<file path="src/vec_alu_params.svh">
`ifndef VEC_ALU_PARAMS_SVH
`define VEC_ALU_PARAMS_SVH

// Vector word size in bits
`define VEC_WIDTH 64

// Byte slices in one vector word
`define VEC_BYTES 8

// Opcode field size
`define VEC_OP_BITS 6

// Element width code size
`define VEC_WW_BITS 2

`endif

</file>
<file path="src/vec_data_pkg.sv">
`include "vec_alu_params.svh"

package vec_data_pkg;

	// Bit 0 is the most significant bit, lane 0 sits at the top
	typedef logic [0:`VEC_WIDTH-1] vec_word_t;

	// Widening products of 8, 16 and 32 bit lanes
	typedef logic [0:15] prod16_t;
	typedef logic [0:31] prod32_t;
	typedef logic [0:63] prod64_t;

endpackage

</file>
<file path="src/vec_isa_pkg.sv">
`include "vec_alu_params.svh"

package vec_isa_pkg;

	// Opcode encoding, values 14, 15 and 18 are reserved
	typedef enum logic [0:`VEC_OP_BITS-1] {
		VNOP   = 0,
		VAND   = 1,
		VOR    = 2,
		VXOR   = 3,
		VNOT   = 4,
		VMOV   = 5,
		VADD   = 6,
		VSUB   = 7,
		VMULEU = 8,
		VMULOU = 9,
		VSLL   = 10,
		VSRL   = 11,
		VSRA   = 12,
		VRTTH  = 13,
		VSQEU  = 16,
		VSQOU  = 17
	} vec_op_e;

	// Lane width code
	typedef enum logic [0:`VEC_WW_BITS-1] {
		W8  = 0,
		W16 = 1,
		W32 = 2,
		W64 = 3
	} elem_width_e;

endpackage

</file>
<file path="src/vec_logic_permute.sv">
`timescale 1ns/1ps

module vec_logic_permute (
	input  vec_data_pkg::vec_word_t   ra,
	input  vec_data_pkg::vec_word_t   rb,
	input  vec_isa_pkg::vec_op_e      op,
	input  vec_isa_pkg::elem_width_e  ww,
	output vec_data_pkg::vec_word_t   result
);

	always_comb begin
		result = '0;
		case (op)
			vec_isa_pkg::VAND: result = ra & rb;
			vec_isa_pkg::VOR:  result = ra | rb;
			vec_isa_pkg::VXOR: result = ra ^ rb;
			vec_isa_pkg::VNOT: result = ~ra;
			vec_isa_pkg::VMOV: result = ra;
			vec_isa_pkg::VRTTH: begin
				// Swap upper and lower half inside every lane
				case (ww)
					vec_isa_pkg::W8: begin
						for (int i = 0; i < 8; i++) begin
							result[i*8 +: 8] = {ra[i*8+4 +: 4], ra[i*8 +: 4]};
						end
					end
					vec_isa_pkg::W16: begin
						for (int i = 0; i < 4; i++) begin
							result[i*16 +: 16] = {ra[i*16+8 +: 8], ra[i*16 +: 8]};
						end
					end
					vec_isa_pkg::W32: begin
						for (int i = 0; i < 2; i++) begin
							result[i*32 +: 32] = {ra[i*32+16 +: 16], ra[i*32 +: 16]};
						end
					end
					default: result = {ra[32:63], ra[0:31]};
				endcase
			end
			default: result = '0;
		endcase
	end

endmodule

</file>
<file path="config.mk">
export PLATFORM = sky130hd
export DESIGN_NAME = vec_logic_permute
export DESIGN_NICKNAME = d
export VERILOG_FILES = /design/src/vec_data_pkg.sv /design/src/vec_isa_pkg.sv /design/src/vec_logic_permute.sv
export VERILOG_INCLUDE_DIRS = /design/src
export SDC_FILE = /design/constraint.sdc
export NUM_CORES = 1
export LEC_CHECK = 0
export ABC_CLOCK_PERIOD_IN_PS = 2850
export BUFFER_PORTS_ARGS = -buffer_cell sky130_fd_sc_hd__buf_2
export CAP_MARGIN = 25
export CORE_UTILIZATION = 59
export DETAILED_ROUTE_END_ITERATION = 16
export GPL_TIMING_DRIVEN = 0
export PLACE_DENSITY = 0.95
export SYNTH_ARGS = -nofsm -noshare
export SYNTH_HDL_FRONTEND = slang
export SYNTH_SLANG_ARGS = --single-unit
</file>
<file path="constraint.sdc">
create_clock -name vclk -period 2.85
set_input_delay 0 -clock vclk [all_inputs]
set_output_delay 0 -clock vclk [all_outputs]
set_load 0.01 [all_outputs]
</file>
---- After elaboration in Yosys (flattened, before gate mapping) ----
Index checks and enable logic that the tools add are counted.
operators by class
  bitwise operators ....................... 4
  eq/ne operators ......................... 8
  reductions and logical operators ........ 1
  mux-type cells .......................... 2
operators with widths
  operator              number
  $pmux W64 S6          1
  $pmux W64 S3          1
  $and A64 B64 Y64      1
  $not A64 Y64          1
  $or A64 B64 Y64       1
  $xor A64 B64 Y64      1
  $eq A6 B2 Y1 const B  2
  $eq A6 B3 Y1 const B  2
  $eq A6 B1 Y1 const B  1
  $eq A6 B4 Y1 const B  1
  $eq A2 B1 Y1 const B  1
  $eq A2 B2 Y1 const B  1
  $logic_not A2 Y1      1
storage, ports and cells
  input bits .............................. 136
  register bits ........................... 0
  output and inout bits ................... 64
  word-level logic and storage cells ...... 15

---- Logic depth before layout (Yosys ltp) ----
  depth after elaboration ................. 3
  depth in mapped cells ................... 7
  mapped depth without buffers ............ 6

---- Least setup slack after synthesis ----
OpenSTA, ideal clock, no wires.
  kind .................................... input -> output
  start point ............................. input ww[1]
  end point ............................... output result[39]
  data required time ...................... 2.850 ns
  buffers on the path ..................... 2
  arrival time ............................ 1.209 ns
  slack ................................... 1.641 ns
  stages on the path ...................... 5
  cell sequence ........................... buf_6 > buf_2 > mux4_2 > a22oi_1 > nand2_1
between the ends
  word-level cells in the longest chain between the ends .. 3
  elaborated cells on any way between the ends .. 5
  those cells by class .................... eq/ne (2); mux (2); reduce/logical (1)
RTL lines
  item                                        RTL line                 RTL
  start: declaration                          vec_logic_permute.sv:7   input vec_isa_pkg::elem_width_e ww,
  $eq A2 B2 Y1, or another cell as far along  vec_logic_permute.sv:21  case (ww)
  $pmux W64 S3 *                              vec_logic_permute.sv:21
  $pmux W64 S6 *                              vec_logic_permute.sv:13  case (op)
  end: declaration                            vec_logic_permute.sv:8   output vec_data_pkg::vec_word_t result
Every way passes the cells marked *; elsewhere a longest branch is shown, timed or not.

---- Worst setup path after layout ----
  start point ............................. input op[2]
  end point ............................... output result[25]
between the ends
  word-level cells in the longest chain between the ends .. 2
  elaborated cells on any way between the ends .. 7
  those cells by class .................... eq/ne (6); mux (1)
RTL lines
  item                                        RTL line                 RTL
  start: declaration                          vec_logic_permute.sv:6   input vec_isa_pkg::vec_op_e op,
  $eq A6 B4 Y1, or another cell as far along  vec_logic_permute.sv:13
  $pmux W64 S6 *                              vec_logic_permute.sv:13
Marks and branches as above.

==> out/qor.yml <==
status:
  outcome: "completed"
drt:
  ant_nets: 0
  drc: 0
  wl_mm: 22.6
  wl_per_cell_um: 20.2
  firstDrtPassIters: 12
  vias: 7584
  drt-vias-per-instance: 6.77
  drtIter0Drc: 1003
synthesis:
  seq_area_frac_synth_pct: 0
  synth_cell_types: 30
  ys_top_cells_by_area: "ha_1 25%, mux4_2 22%, nand2_1 7.7%"
  yosysTopAreaCellShare_pct: 24.8
  yosys_warnings: 0
  synth_top_area_cell: "ha_1"
  synth_area_sq_um: 6440
  netlist_instances: 787
  syn_area_per_cell_sq_um: 8.19
  syn_nets: 1051
power_and_ir_drop:
  leakagePower_nw: 4.24
  vdd_drop_max_v: 0.0000804
  powerDensity_nw_per_um2: 130
  power_mw: 0.990
cts:
  cts_resized: 0
  holdBufCountCts: 0
  cts_setup_buffers: 0
critical_path:
  crit_cells: 8
  worstSetupPathType: "input pin to output pin"
  required_ns: 2.85
  crit_fanout: 10
  cp.arrival_ns: 1.69
  endpoint: "result[25]"
  critical_path.startpoint: "op[2]"
  crit_slowest_cell: "nor3_4"
  startpoint_type: "input pin"
  cp_cell_sequence: "buf_2 -> buf_4 -> nand4b_1 -> nor3_4 -> buf_2 -> a22oi_1 -> nand2_1 -> buf_2"
  critPathBufInv: 4
  path_common_cell: "buf_2"
  cp-end-kind: "output pin"
  critical_path.top_delay_family: "buffers and inverters"
  crit_path_max_incr_delay_ns: 0.49
timing:
  tightest_slew_ns: 0.723
  fin_crit_ns: 1.69
  fin_crit_sh_pct: 59.3
  hold_violations: 0
  slew_violations: 0
  hold_slack_ns: 0.476
  setup_violations: 0
  rsz0062_at_grt: "false"
  maxSlewHeadroom_pct: 51.4
  fin_ws_ns: 1.16
  max_clock_freq_ghz: 0.592
  tns_ns: 0
placed_design:
  dpl_worst_slack_ns: 1.22
  io_buffers: 198
  place_congestion: 1.02
  dp_hpwl_mm: 18.1
floorplan:
  design.core.area_sq_um: 10500
  die_w_um: 107
  dieHeight_um: 107
  row_count: 37
  initial_core_util_pct: 61.6
  die-area_sq_um: 11300
  ios: 200
finish:
  nFlopsAndLatches: 0
  antennaDiodeCount: 0
  final_util_pct: 72.7
  ff_latch_area_sq_um: 0
  area_growth_pct: 18.0
  fin_nets: 1251
  clkbuf_count: 0
  mostFrequentLayoutCell: "buf_2"
  final_cell_mix: "234 x buf_2, 132 x nand2_1, 129 x inv_1, 128 x ha_1, 64 x mux4_2"
  layout-drive-gt1-share_pct: 32.2
global_routing:
  gr-total-overflow: 0
  grt_use_total_pct: 39.3
  grt_max_degree: 11
  grt_pass1_wl_mm: 35.3
  grt_pass1_vias: 7029
  antenna_found_initial: 0
min_path:
  holdCritPathClass: "input pin to output pin"
  whs_path_depth: 3
flow_run:
  max_cap_violations: 0
synthesized netlist by cell type (all sizes together):
library cell	instances
nand2b	2
and3	1
nand2	132
a21oi	1
nor2b	1
a22o	29
nor2	1
a221oi	1
o21ai	64
o22ai	33
inv	129
a22oi	34
nor3	2
mux4	64
ha	128
clkbuf	15
mux2	1
nor4	2
mux2i	33
nand4b	1
o2bb2ai	31
nand3	1
a221o	29
buf	52
logic make-up after synthesis:
family                   after synthesis  synth area share (%)
AO/OA/AOI/OAI                        222                  25.0
buffers and inverters                196                  13.3
multiplexers                          98                  27.7
adder cells (fa/ha/maj)              128                  24.8
AND/OR/NAND/NOR                      143                  9.20
worst min path at each step:
stage / slack [ns] / to / from
floorplan: 0.13 / result[19] / ra[19]
global placement: 0.45 / result[63] / ra[63]
detailed placement: 0.46 / result[61] / ra[61]
CTS: 0.46 / result[33] / ra[33]
global route: 0.48 / result[33] / ra[33]
finish: 0.48 / result[34] / ra[34]
through the flow:
stage               instances  area [sq um]
floorplan                 787          6440
detailed placement       1121          7610
global placement         1121          7610
finish                   1121          7610
global route             1121          7610
CTS                      1121          7610
per-layer routing:
metal | up-vias | GRT usage (%) | part of all wire (%)
met4 | 0 | 18.3 | 5.1
met2 | 689 | 64.8 | 46
met5 | - | 0 | 0
met3 | 124 | 8.95 | 14
met1 | 3487 | 48.6 | 35
li1 | 3284 | - | -
area by class of cell:
type                       count  area [sq um]
multi-input combinational    591          5590
buffer                        67           372
timing repair buffer         198           991
tap                          136           170
fill                         809          2860
inverter                     129           484
power by group:
| part | total, mW | internal [mW] | switching, mW |
|---|---|---|---|
| clock | 0 | 0 | 0 |
| sequential | 0 | 0 | 0 |
| combinational | 0.990 | 0.430 | 0.560 |
| total | 0.990 | 0.430 | 0.560 |
No activity file was read; power rests on OpenSTA's default activity.
