$ cat src/vec_alu_params.svh
`ifndef VEC_ALU_PARAMS_SVH
`define VEC_ALU_PARAMS_SVH

// Vector word size in bits
`define VEC_WIDTH 64

// Byte slices in one vector word
`define VEC_BYTES 8

// Opcode field size
`define VEC_OP_BITS 6

// Element width code size
`define VEC_WW_BITS 2

`endif

$ cat src/vec_data_pkg.sv
`include "vec_alu_params.svh"

package vec_data_pkg;

	// Bit 0 is the most significant bit, lane 0 sits at the top
	typedef logic [0:`VEC_WIDTH-1] vec_word_t;

	// Widening products of 8, 16 and 32 bit lanes
	typedef logic [0:15] prod16_t;
	typedef logic [0:31] prod32_t;
	typedef logic [0:63] prod64_t;

endpackage

$ cat src/vec_isa_pkg.sv
`include "vec_alu_params.svh"

package vec_isa_pkg;

	// Opcode encoding, values 14, 15 and 18 are reserved
	typedef enum logic [0:`VEC_OP_BITS-1] {
		VNOP   = 0,
		VAND   = 1,
		VOR    = 2,
		VXOR   = 3,
		VNOT   = 4,
		VMOV   = 5,
		VADD   = 6,
		VSUB   = 7,
		VMULEU = 8,
		VMULOU = 9,
		VSLL   = 10,
		VSRL   = 11,
		VSRA   = 12,
		VRTTH  = 13,
		VSQEU  = 16,
		VSQOU  = 17
	} vec_op_e;

	// Lane width code
	typedef enum logic [0:`VEC_WW_BITS-1] {
		W8  = 0,
		W16 = 1,
		W32 = 2,
		W64 = 3
	} elem_width_e;

endpackage

$ cat src/vec_addsub.sv
`timescale 1ns/1ps
`include "vec_alu_params.svh"

module vec_addsub (
	input  vec_data_pkg::vec_word_t   ra,
	input  vec_data_pkg::vec_word_t   rb,
	input  vec_isa_pkg::vec_op_e      op,
	input  vec_isa_pkg::elem_width_e  ww,
	output vec_data_pkg::vec_word_t   result
);

	always_comb begin
		logic       sub;
		logic       carry;
		logic       cin;
		logic [0:2] lane_mask;
		logic [0:8] sum;

		result = '0;
		sub = (op == vec_isa_pkg::VSUB);
		carry = 1'b0;
		cin = 1'b0;
		sum = '0;

		// Bytes per lane minus one
		case (ww)
			vec_isa_pkg::W8:  lane_mask = 3'd0;
			vec_isa_pkg::W16: lane_mask = 3'd1;
			vec_isa_pkg::W32: lane_mask = 3'd3;
			default:          lane_mask = 3'd7;
		endcase

		if (op == vec_isa_pkg::VADD || op == vec_isa_pkg::VSUB) begin
			// Ripple from the least significant byte slice upward
			for (int s = `VEC_BYTES - 1; s >= 0; s--) begin
				// Lane boundary restarts the chain, 1 for subtract
				if (s == `VEC_BYTES - 1 || ((s + 1) & lane_mask) == 0)
					cin = sub;
				else
					cin = carry;
				sum = {1'b0, ra[s*8 +: 8]} + {1'b0, rb[s*8 +: 8] ^ {8{sub}}} + cin;
				result[s*8 +: 8] = sum[1:8];
				carry = sum[0];
			end
		end
	end

endmodule

$ cat config.mk
export PLATFORM = sky130hd
export DESIGN_NAME = vec_addsub
export DESIGN_NICKNAME = d
export VERILOG_FILES = /design/src/vec_data_pkg.sv /design/src/vec_isa_pkg.sv /design/src/vec_addsub.sv
export VERILOG_INCLUDE_DIRS = /design/src
export SDC_FILE = /design/constraint.sdc
export NUM_CORES = 1
export LEC_CHECK = 0
export BUFFER_PORTS_ARGS = -buffer_cell sky130_fd_sc_hd__clkbuf_2
export CAP_MARGIN = 20
export CORE_ASPECT_RATIO = 1.4
export CORE_UTILIZATION = 48
export DETAILED_ROUTE_END_ITERATION = 12
export MAX_ROUTING_LAYER = met4
export PLACE_DENSITY = 0.85
export SYNTH_ARGS = -nofsm -noshare
export SYNTH_HDL_FRONTEND = slang
export SYNTH_SLANG_ARGS = --single-unit
$ cat constraint.sdc
create_clock -name vclk -period 17.71
set_input_delay 0 -clock vclk [all_inputs]
set_output_delay 0 -clock vclk [all_outputs]
set_load 0.02 [all_outputs]
# Word level (Yosys, flattened, before mapping)
# Cells that the tools add are included.
# word_totals
regBits	0
latch_bits	0
ram_bits	0
mem_bits_ro	0
inputBits	136
output_inout_bits	64
wordCells	54
memories	0
# op_classes
n_addsub	16
mul	0
div_mod_pow	0
magnitude_cmp	0
eq_ne	4
shift	0
n_mux	17
bitwise_logic	8
reduce_logical	9
# op_table
cell	count
32-bit zero test	7
64-bit two-way mux	1
8-bit bitwise XOR	8
8-bit by 8-bit adder with 9-bit output	7
9-bit by 1-bit adder with 9-bit output	7
1-bit two-way mux	15
6-bit by 3-bit == test with 1-bit output, second input constant	2
3-bit one-hot mux with 3 select lines	1
8-bit by 1-bit adder with 8-bit output	1
8-bit adder	1
2-bit by 1-bit == test with 1-bit output, second input constant	1
2-bit == test, second input constant	1
2-bit zero test	1
1-bit logical OR	1

# Depth between registers and ports, before layout
# depth
depth_word	26
depth_mapped	52
depth_no_buf	50

# Worst setup path before layout
# Ideal clock, no wire load.
# synth_path
kind	input to output
from	in op[3]
to	out result[62]
t_arrival_ns	13.029
required_ns	17.710
path_slack_ns	4.681
cell_stages	52
path_buffers	2
path_cell_list	or4b_4 nor2_4 buf_6 buf_6 xor2_1 fa_1 a211oi_1 nor2_1 o31ai_1 a211oi_1 fa_1 fa_1 a211oi_1 nor2_1 o31ai_1 a21oi_1 fa_1 fa_1 [16 not listed] fa_1 fa_1 a211oi_1 nor2_1 o31ai_1 a21oi_1 fa_1 fa_1 a211oi_1 nor2_1 o211ai_1 a21oi_1 fa_1 fa_1 a211oi_1 o21ai_0 a21oi_1 mux2i_1
# synth_between
elab_chain_cells	26
word_cells_on_any_way	43
classes_between	16 x add/sub; 2 x eq/ne; 16 x mux; 8 x bitwise; 1 x reduce/logical
# synth_lines
element	line	text
start, declared	vec_addsub.sv:7	input vec_isa_pkg::vec_op_e op,
6-bit by 3-bit == test with 1-bit output	vec_addsub.sv:20, vec_addsub.sv:33	
8-bit bitwise XOR	vec_addsub.sv:41	sum = {1'b0, ra[s*8 +: 8]} + {1'b0, rb[s*8 +: 8] ^ {8{sub}}} + cin;
8-bit by 8-bit adder with 9-bit output	vec_addsub.sv:41	
9-bit by 1-bit adder with 9-bit output	vec_addsub.sv:41	
1-bit two-way mux	vec_addsub.sv:37	if (s == `VEC_BYTES - 1 || ((s + 1) & lane_mask) == 0)
1-bit two-way mux	vec_addsub.sv:33	if (op == vec_isa_pkg::VADD || op == vec_isa_pkg::VSUB) begin
9-bit by 1-bit adder with 9-bit output	vec_addsub.sv:41	
1-bit two-way mux	vec_addsub.sv:37	
[10 not listed]	--	
9-bit by 1-bit adder with 9-bit output	vec_addsub.sv:41	
1-bit two-way mux	vec_addsub.sv:37	
1-bit two-way mux	vec_addsub.sv:33	
9-bit by 1-bit adder with 9-bit output	vec_addsub.sv:41	
1-bit two-way mux	vec_addsub.sv:37	
1-bit two-way mux	vec_addsub.sv:33	
8-bit by 1-bit adder with 8-bit output	vec_addsub.sv:41	
64-bit two-way mux *	vec_addsub.sv:33	
end, declared	vec_addsub.sv:9	output vec_data_pkg::vec_word_t result
# Mark *: on every way between the ends. The rest lies on a longest branch, timed or not. The select of a mux whose other input is x is not followed.

# Final worst setup path
# Same ends and word-level chain as after synthesis.

==> run_results.csv <==
group,metric,value,unit
sta,maxSlewViolCount,0,
clock_tree,ctsResizeCount,0,
drt,drc_errors,0,
sta,setup_violations,0,
finish,seq_cells,0,
finish,diodes,0,
floorplanning,coreArea,7407,sq um
logic_synthesis,ys_types,43,
setup_path,cp-start-kind,"input pin",
clock_tree,postCtsSetupBuffers,0,
drt,drt-initial-drc-count,169,
drt,vias_per_cell,5.649,
logic_synthesis,syn_nets,672,
logic_synthesis,yosys_warnings,0,
sta,min_period,14.50,ns
placement,place_area,4740,sq um
grt,grt_pass1_wl,18060,um
min_path,hp-class,"in2out",
setup_path,arrival,14.50,ns
drt,wl_per_cell,14.41,um
sta,finalCritPeriodShare,81.90,%
grt,grt_max_degree,38,
placement,place.port_buffers,200,
sta,worst-slew-pin-transition,0.9457,ns
clock_tree,cts_hold_buf,0,
min_path,hp-start,"ra[0]",
finish,final_area,4767,sq um
drt,antenna_left,0,
logic_synthesis,syn_area_per_cell,7.972,sq um
placement,pre_cts_slack,3.298,ns
sta,hold_viol,0,
finish,fill_cells,649,
grt,antenna_found_initial,0,
logic_synthesis,yosysSeqAreaShare,0,%
pwr,peakVddDrop,0.01511,mV
floorplanning,rows,37,
grt,gr-usage-all-layers,27.35,%
run,drv_cap,0,
logic_synthesis,postSynthCellCount,466,
drt,firstDrtPassIters,4,
floorplanning,die_h,106.1,um
sta,fin_ws,3.206,ns
placement,dp_hpwl,9142,um
floorplanning,dieArea,8100,sq um
setup_path,end_kind,"output pin",
finish,area_growth,28.33,%
setup_path,cp_max_fo,30,
logic_synthesis,synth_area,3715,sq um
sta,slew_headroom,36.68,%
finish,regArea,0,sq um
floorplanning,initial_core_util,50.15,%
finish,drive_gt1_share,33.28,%
floorplanning,die_w,76.35,um
pwr,power.total,127.3,uW
setup_path,slowest_delay,0.59,ns
sta,rsz0062_at_grt,"false",
drt,vias,4248,
sta,setup_tns,0,ns
finish,clock_buffers,0,
setup_path,cp_common_cell,"fa_1",
setup_path,crit_type,"in2out",
finish,fin_util,64.36,%
sta,max_freq,68.95,MHz
grt,grt_pass1_vias,4220,
setup_path,cp_slowest_cell,"or4b_4",
pwr,power_density,26.70,nW/um^2
grt,overflow,0,
drt,wirelength,10830,um
pwr,p_leak,2.582,nW
setup_path,critPathRequiredTime,17.71,ns
placement,gp_congestion,0.9116,
run_status,outcome,"finished clean",
floorplanning,io_pins,200,
setup_path,startpoint,"op[3]",
finish,layout.nets,863,
[cell usage after synthesis, drive strengths merged, types with 2 or more instances]
library cell  number  area, sq um
a211o              3        26.28
a211oi            29        217.7
a21o              14        105.1
a21oi             30        150.1
a31oi              3        18.77
and2               2        12.51
and3              22        137.6
buf               10        101.3
clkbuf             5        18.77
fa                15        300.3
ha                55        688.2
inv                6        22.52
mux2i             14        140.1
nand2             24        90.09
nand2b            17        106.4
nand3              2        10.01
nor2              33        131.4
nor3              21        105.1
nor4               6        37.54
o211ai             3        22.52
o21a               8        60.06
o21ai             29        145.1
o21bai            13        97.59
o22ai              2        12.51
o2bb2ai            3        26.28
o31ai              6        45.04
or3                7        43.79
or4                3        22.52
xnor2             11        96.34
xor2              63        626.9
[area by class of cell]
| class | count | area [sq um] | share of cell area (%) |
|---|---|---|---|
| Tap cell | 97 | 121.4 | 2.546 |
| Multi-Input combinational cell | 445 | 3572 | 74.93 |
| Timing Repair Buffer | 204 | 1051 | 22.05 |
| Inverter | 6 | 22.52 | 0.4724 |
[metal layers]
metal | wire length (um) | up-vias | global-route usage (%)
li1 | - | 2106 | -
met1 | 4039 | 1948 | 27.98
met2 | 5870 | 170 | 54.83
met3 | 631 | 24 | 2.403
met4 | 292 | 0 | 7.005
met5 | 0 | - | -
[where the power goes]
group / leakage (nW) / internal, mW / switching [mW]
clock network: 0 / 0 / 0
registers: 0 / 0 / 0
logic: 2.58 / 0.0592 / 0.0680
[cells by family after synthesis]
| group | share of synthesized area [%] |
|---|---|
| compound gates | 26.37 |
| xor+xnor | 19.47 |
| fa+ha+maj | 26.61 |
| buf+inv | 3.839 |
| mux | 3.772 |
| simple gates | 19.94 |
[cell usage in the layout, fill, tap and decap left out, drive strengths merged, types with 3 or more instances in the layout]
cell     count
a211o        3
a211oi      29
a21o        14
a21oi       30
a31oi        3
and3        22
buf          4
clkbuf     200
fa          15
ha          55
inv          6
mux2i       14
nand2       24
nand2b      17
nor2        33
nor3        21
nor4         6
o211ai       3
o21a         8
o21ai       29
o21bai      13
o2bb2ai      3
o31ai        6
or3          7
or4          3
xnor2       11
xor2        63
[worst max-delay path, delay by kind of cell]
family | cells | cell delay (ns)
xor+xnor | 1 | 0.19
fa+ha+maj | 15 | 6.71
compound gates | 25 | 5.32
mux | 1 | 0.22
simple gates | 8 | 1.35
buf+inv | 3 | 0.69
[path summary, 6_finish.rpt]
path | cells after the start | slack, ns | endpoint
setup / recovery | 53 | 3.21 | result[62]
hold / removal | 4 | 0.41 | result[0]
[through the flow]
stage	std cells	hold slack, ns
2_1_floorplan	466	0.1808
3_3_place_gp	751	0.3845
3_5_place_dp	751	0.4059
4_1_cts	751	0.4056
5_1_grt	752	0.4261
6_report	752	0.4138
Power figures use the tool's default switching activity.
