### src/vec_alu_params.svh
`ifndef VEC_ALU_PARAMS_SVH
`define VEC_ALU_PARAMS_SVH

// Vector word size in bits
`define VEC_WIDTH 64

// Byte slices in one vector word
`define VEC_BYTES 8

// Opcode field size
`define VEC_OP_BITS 6

// Element width code size
`define VEC_WW_BITS 2

`endif

### src/vec_data_pkg.sv
`include "vec_alu_params.svh"

package vec_data_pkg;

	// Bit 0 is the most significant bit, lane 0 sits at the top
	typedef logic [0:`VEC_WIDTH-1] vec_word_t;

	// Widening products of 8, 16 and 32 bit lanes
	typedef logic [0:15] prod16_t;
	typedef logic [0:31] prod32_t;
	typedef logic [0:63] prod64_t;

endpackage

### src/vec_isa_pkg.sv
`include "vec_alu_params.svh"

package vec_isa_pkg;

	// Opcode encoding, values 14, 15 and 18 are reserved
	typedef enum logic [0:`VEC_OP_BITS-1] {
		VNOP   = 0,
		VAND   = 1,
		VOR    = 2,
		VXOR   = 3,
		VNOT   = 4,
		VMOV   = 5,
		VADD   = 6,
		VSUB   = 7,
		VMULEU = 8,
		VMULOU = 9,
		VSLL   = 10,
		VSRL   = 11,
		VSRA   = 12,
		VRTTH  = 13,
		VSQEU  = 16,
		VSQOU  = 17
	} vec_op_e;

	// Lane width code
	typedef enum logic [0:`VEC_WW_BITS-1] {
		W8  = 0,
		W16 = 1,
		W32 = 2,
		W64 = 3
	} elem_width_e;

endpackage

### src/vec_mult_even_odd.sv
`timescale 1ns/1ps

module vec_mult_even_odd (
	input  vec_data_pkg::vec_word_t   ra,
	input  vec_data_pkg::vec_word_t   rb,
	input  vec_isa_pkg::vec_op_e      op,
	input  vec_isa_pkg::elem_width_e  ww,
	output vec_data_pkg::vec_word_t   result
);

	logic                    active;
	logic                    sel;
	vec_data_pkg::vec_word_t b_src;

	// Odd variants pick lanes 1, 3, 5 and so on
	always_comb begin
		active = 1'b1;
		sel = 1'b0;
		b_src = rb;
		case (op)
			vec_isa_pkg::VMULEU: sel = 1'b0;
			vec_isa_pkg::VMULOU: sel = 1'b1;
			vec_isa_pkg::VSQEU:  b_src = ra;
			vec_isa_pkg::VSQOU: begin
				sel = 1'b1;
				b_src = ra;
			end
			default: active = 1'b0;
		endcase
	end

	always_comb begin
		vec_data_pkg::prod16_t p16;
		vec_data_pkg::prod32_t p32;
		vec_data_pkg::prod64_t p64;

		result = '0;
		p16 = '0;
		p32 = '0;
		p64 = '0;
		if (active) begin
			case (ww)
				vec_isa_pkg::W8: begin
					for (int k = 0; k < 4; k++) begin
						p16 = ra[(2*k + sel)*8 +: 8] * b_src[(2*k + sel)*8 +: 8];
						result[k*16 +: 16] = p16;
					end
				end
				vec_isa_pkg::W16: begin
					for (int k = 0; k < 2; k++) begin
						p32 = ra[(2*k + sel)*16 +: 16] * b_src[(2*k + sel)*16 +: 16];
						result[k*32 +: 32] = p32;
					end
				end
				vec_isa_pkg::W32: begin
					p64 = ra[sel*32 +: 32] * b_src[sel*32 +: 32];
					result = p64;
				end
				// No 128 bit product lane
				default: result = '0;
			endcase
		end
	end

endmodule

### config.mk
export PLATFORM = sky130hd
export DESIGN_NAME = vec_mult_even_odd
export DESIGN_NICKNAME = d
export VERILOG_FILES = /design/src/vec_data_pkg.sv /design/src/vec_isa_pkg.sv /design/src/vec_mult_even_odd.sv
export VERILOG_INCLUDE_DIRS = /design/src
export SDC_FILE = /design/constraint.sdc
export NUM_CORES = 2
export LEC_CHECK = 0
export ABC_AREA = 1
export BUFFER_PORTS_ARGS = -buffer_cell sky130_fd_sc_hd__buf_2
export CORE_MARGIN = 10
export CORE_UTILIZATION = 45
export DETAILED_ROUTE_END_ITERATION = 8
export GPL_TIMING_DRIVEN = 0
export PLACE_DENSITY_LB_ADDON = 0.05
export SYNTH_ARGS = -nofsm -noshare
export SYNTH_HDL_FRONTEND = slang
export SYNTH_SLANG_ARGS = --single-unit
### constraint.sdc
create_clock -name vclk -period 11
set_clock_uncertainty 0.1 [all_clocks]
set_input_delay 0.55 -clock vclk [all_inputs]
set_output_delay 0.55 -clock vclk [all_outputs]
set_load 0.01 [all_outputs]
## Word-level counts from Yosys, hierarchy flattened

Index checks and enable logic that the tools add are counted.

- Register bits: 0
- Logic and storage cells: 46
- Bits of input ports: 136

- Muxes and demuxes: 5
- Shift-type cells: 14
- Add/subtract/negate cells: 3
- Reduce and logical (&&, ||, !) cells: 4
- Eq/ne operators: 6
- Bitwise gates (word level): 7
- $mul: 7

Operators by type and width:

| cell | count |
|---|---|
| variable part select 64 x 33 -> 65 bit | 14 |
| one-hot mux 64 bit (3 select lines) | 1 |
| two-way mux 64 bit | 2 |
| NOT 7 -> 33 bit | 3 |
| multiplier 16 x 16 -> 32 bit | 2 |
| multiplier 32 x 32 -> 64 bit | 1 |
| multiplier 8 x 8 -> 16 bit | 4 |
| NOT 32 -> 33 bit | 1 |
| NOT 4 -> 33 bit | 1 |
| NOT 5 -> 33 bit | 1 |
| NOT 6 -> 33 bit | 1 |
| equality test 6 x 4 -> 1 bit, second input constant | 2 |
| equality test 6 x 5 -> 1 bit, second input constant | 2 |
| adder 3 x 1 -> 4 bit, first input constant | 2 |
| OR reduction 2 bit | 2 |
| OR reduction 4 bit | 1 |
| adder 2 x 1 -> 3 bit, first input constant | 1 |
| equality test 2 x 1 -> 1 bit, second input constant | 1 |
| equality test 2 bit, second input constant | 1 |
| zero test 2 bit | 1 |
| two-way mux 1 bit | 2 |

## Longest topological paths before layout

- Depth in word-level cells: 9
- Mapped depth: 41
- Mapped depth without buffers: 38

## Least setup slack after synthesis

Ideal clock, no wire load.

- Kind: input-to-output
- Start point: in op[4]
- End point: out result[24]
- Setup slack: 3052 ps
- Arrival time: 7298 ps
- Data required time: 10350 ps
- Path buffers: 2
- Stages: 34
- Cells stage by stage: inv_1 nor2_4 nand4_1 nand2_2 inv_2 buf_6 or2_1 o21ai_2 buf_2 nor2_1 fa_1 fa_1 fa_1 inv_1 fa_1 inv_1 fa_1 inv_1 fa_1 inv_1 fa_1 fa_1 ha_1 nand2_1 inv_1 nand2_1 nand2_1 a21oi_1 nand3_1 or2_2 nand3_1 nand2_1 o21ai_0 inv_1

- Cells in the longest elaborated chain, start to end: 9

Ends and longest elaborated chain:

| item | line | text |
|---|---|---|
| start: declaration | vec_mult_even_odd.sv:6 | `input vec_isa_pkg::vec_op_e op,` |
| equality test 6 x 5 -> 1 bit / equality test 6 x 4 -> 1 bit (equally long branches) | vec_mult_even_odd.sv:20 | `case (op)` |
| OR reduction 2 bit (no line) | - |  |
| two-way mux 1 bit | vec_mult_even_odd.sv:20 |  |
| adder 2 x 1 -> 3 bit / adder 3 x 1 -> 4 bit (equally long branches) | vec_mult_even_odd.sv:51, vec_mult_even_odd.sv:45 |  |
| NOT 7 -> 33 bit (on tied branches) | vec_mult_even_odd.sv:51, vec_mult_even_odd.sv:45 |  |
| variable part select 64 x 33 -> 65 bit (on tied branches) | vec_mult_even_odd.sv:51, vec_mult_even_odd.sv:45 |  |
| multiplier 16 x 16 -> 32 bit / multiplier 8 x 8 -> 16 bit (equally long branches) | vec_mult_even_odd.sv:51, vec_mult_even_odd.sv:45 |  |
| one-hot mux 64 bit (3 select lines) | vec_mult_even_odd.sv:42 | `case (ww)` |
| two-way mux 64 bit * | vec_mult_even_odd.sv:41 | `if (active) begin` |
| end: declaration | vec_mult_even_odd.sv:8 | `output vec_data_pkg::vec_word_t result` |

Every way passes the cells marked *; elsewhere a longest branch is shown, timed or not.

## Worst setup path after layout

Same ends and word-level chain as after synthesis.

==> impl_results.rst <==
.. list-table::
   :header-rows: 1

   * - Metric
     - Value
   * - Average cell area after synthesis
     - 7.44 µm²
   * - Yosys warning count
     - 0
   * - Crit path DAT
     - around 10 ns
   * - Number of vias per cell after detailed routing
     - 5.45
   * - Number of max-capacitance violations reported
     - 0
   * - Inst Count DP
     - between 10,000 and 15,000
   * - Worst-path fanout max
     - 10
   * - Hold Vio Cnt, Final
     - 0
   * - Transition time at the pin with the least slew margin
     - between 1 and 1.5 ns
   * - Buffers inserted by post-CTS timing repair
     - 0
   * - Vias in the first global route
     - between 50,000 and 60,000
   * - Final count of pins violating max slew
     - 0
   * - Non-Filler Instances
     - roughly 11,000
   * - WL final
     - between 200,000 and 300,000 µm
   * - Area post-placement
     - about 0.066 mm²
   * - Finished layout cell area
     - 0.0665 mm²
   * - Overall die area
     - between 0.15 and 0.2 mm²
   * - Sequential cell area
     - 0 µm²
   * - Most repeated library cell on the critical path
     - sky130_fd_sc_hd__fa_1
   * - RSZ-0062 raised after global routing
     - true
   * - Final weighted congestion in routability-driven placement
     - between 1 and 1.5
   * - Core box area
     - 0.140 mm²
   * - Routed wirelength normalized by instance count
     - approximately 27 µm
   * - Number of design-rule violations left by the first detailed-router iteration
     - about 5,200
   * - Number of standard cells after synthesis
     - around 8,500
   * - Critical Path Start Type
     - primary input
   * - Total Nets Final
     - ~11,000
   * - Area of the multi-input gates
     - roughly 0.054 mm²
   * - Sequential share of the synthesized area
     - 0%
   * - Run status
     - completed
   * - I/O pin cnt
     - 200
   * - Most repeated cell in the gate-level netlist after synthesis
     - sky130_fd_sc_hd__inv_1
   * - Number of unique standard cell types used by synthesis
     - 44
   * - Crit-path max cell delay
     - just under 0.6 ns
   * - Sum of overflow across all layers after global routing
     - 0
   * - Achievable clock frequency
     - approximately 92 MHz
   * - Filler cell count
     - 14,700
   * - Die span in y
     - about 400 µm
   * - Hold/Removal Path Class
     - in -> out
   * - Count of clock-net buffers in the final layout
     - 0
   * - Data required time of the critical path
     - approximately 10 ns
   * - Worst-case setup margin in the final layout
     - approximately 0.11 ns
   * - Slowest cell on the critical path
     - sky130_fd_sc_hd__fa_1
   * - DIE WIDTH
     - between 300 and 400 µm
   * - Setup crit end kind
     - primary output
   * - Number of antenna violations at the first check in global routing
     - 7
   * - Final period demand of the worst path
     - ~11 ns
   * - Final sequential cell count
     - 0
   * - Detailed-route via count
     - between 50,000 and 60,000
   * - Setup crit start
     - op[4]
   * - Remaining routing DRC violations
     - 0
   * - Row Count
     - around 140
   * - Number of nets in the synthesized netlist
     - around 11,000
   * - Tcrit/Tclk final
     - a little under 100%
   * - Overall track demand over capacity in global routing
     - about 36%
   * - Initial core utilization
     - 45.3%
   * - First-pass GRT wire length
     - 412,000 µm
   * - Total iterations of the first detailed-routing run
     - 6
   * - Cell area after synthesis
     - about 0.063 mm²
   * - Fraction of layout instances using a drive strength above 1
     - 7.41%
   * - Worst Path Class, Setup
     - in -> out
   * - Most frequent cells after synthesis
     - sky130_fd_sc_hd__inv_1, sky130_fd_sc_hd__nand2_1, sky130_fd_sc_hd__fa_1
   * - Min-Delay Startpoint
     - ww[0]
   * - Slew headroom
     - under 10%
   * - Number of buffers added to fix hold violations after cts
     - 0
   * - Area share of the largest cell type after synthesis
     - 45.3%
   * - Final sum of negative setup slack
     - 0 ns
   * - Setup slack at placement
     - -0.0897 ns
   * - Area overhead of the layout relative to synthesis
     - 5.39%
   * - Pin count of the biggest net entering global routing
     - 11
   * - Main area contributors after synthesis
     - sky130_fd_sc_hd__fa_1, sky130_fd_sc_hd__ha_1, sky130_fd_sc_hd__inv_1, sky130_fd_sc_hd__nand2_1, sky130_fd_sc_hd__nor2_1
   * - Remaining number of nets flagged by the antenna check after routing
     - 0
   * - Final Setup Violations
     - 0
   * - Area leader, netlist
     - sky130_fd_sc_hd__fa_1
   * - Port Buffers
     - 200
   * - Placed wire-length estimate after detailed placement
     - 252,000 µm
## layout make-up
class / count / share of cell area (%)
antenna: 8 / 0.0301
buffer: 255 / 2.18
tap: 1876 / 3.53
timing repair buffer: 200 / 1.50
inverter: 2114 / 11.9
multi-input combinational: 6121 / 80.8
## cell usage in the layout (no fill, tap or decap), types with 23 or more instances in the layout
cell type	instances
sky130_fd_sc_hd__o21ai_1	36
sky130_fd_sc_hd__nand3b_1	23
sky130_fd_sc_hd__mux2i_1	37
sky130_fd_sc_hd__buf_2	379
sky130_fd_sc_hd__inv_2	83
sky130_fd_sc_hd__nand2_1	1924
sky130_fd_sc_hd__o21ai_0	138
sky130_fd_sc_hd__nand3_1	214
sky130_fd_sc_hd__o21ai_2	50
sky130_fd_sc_hd__or2_2	32
sky130_fd_sc_hd__nor2_1	1139
sky130_fd_sc_hd__fa_1	1428
sky130_fd_sc_hd__inv_1	2025
sky130_fd_sc_hd__nand2_2	30
sky130_fd_sc_hd__nor3_1	41
sky130_fd_sc_hd__buf_4	31
sky130_fd_sc_hd__nand4_1	23
sky130_fd_sc_hd__ha_1	615
sky130_fd_sc_hd__a21oi_1	276
## critical path, delay by kind of cell
family          cells  cell delay, ns
simple gates       13            2.42
fa+ha+maj           9            4.54
buf+inv            11            1.94
compound gates      2            0.72
## layer usage
layer  GRT usage [%]  part of all wire (%)  vias to the layer above
li1                -                     -                    25200
met1            46.8                    40                    28900
met2            57.7                    45                     2785
met3            6.36                   8.5                      747
met4            19.2                   6.9                       10
met5               0                 0.026                        -
## path summary, 6_finish.rpt
path | endpoint | slack [ns] | depth (start not counted)
setup / recovery | result[24] | 0.11 | 35
hold / removal | result[9] | 1.77 | 5
## cell families after synthesis
| kind of cell | share of synthesized area, % |
|---|---|
| XOR/XNOR | 0.305 |
| adder cells (fa/ha/maj) | 57.5 |
| AO/OA/AOI/OAI | 5.13 |
| AND/OR/NAND/NOR | 21.6 |
| multiplexers | 0.634 |
| buffers and inverters | 14.9 |
## through the flow
stage	util [%]	hold WS (ns)
after CTS	47.7	1.76
after floorplan	-	1.18
final	47.7	1.77
after global routing	47.7	1.79
after global placement	47.7	1.77
after detailed placement	47.7	1.75
## timing repair
action | 4_1_cts | 5_1_grt
resized for setup | 1 | 14
hold endpoints to repair | 0 | 0
endpoints found under the setup margin | 1 | 27
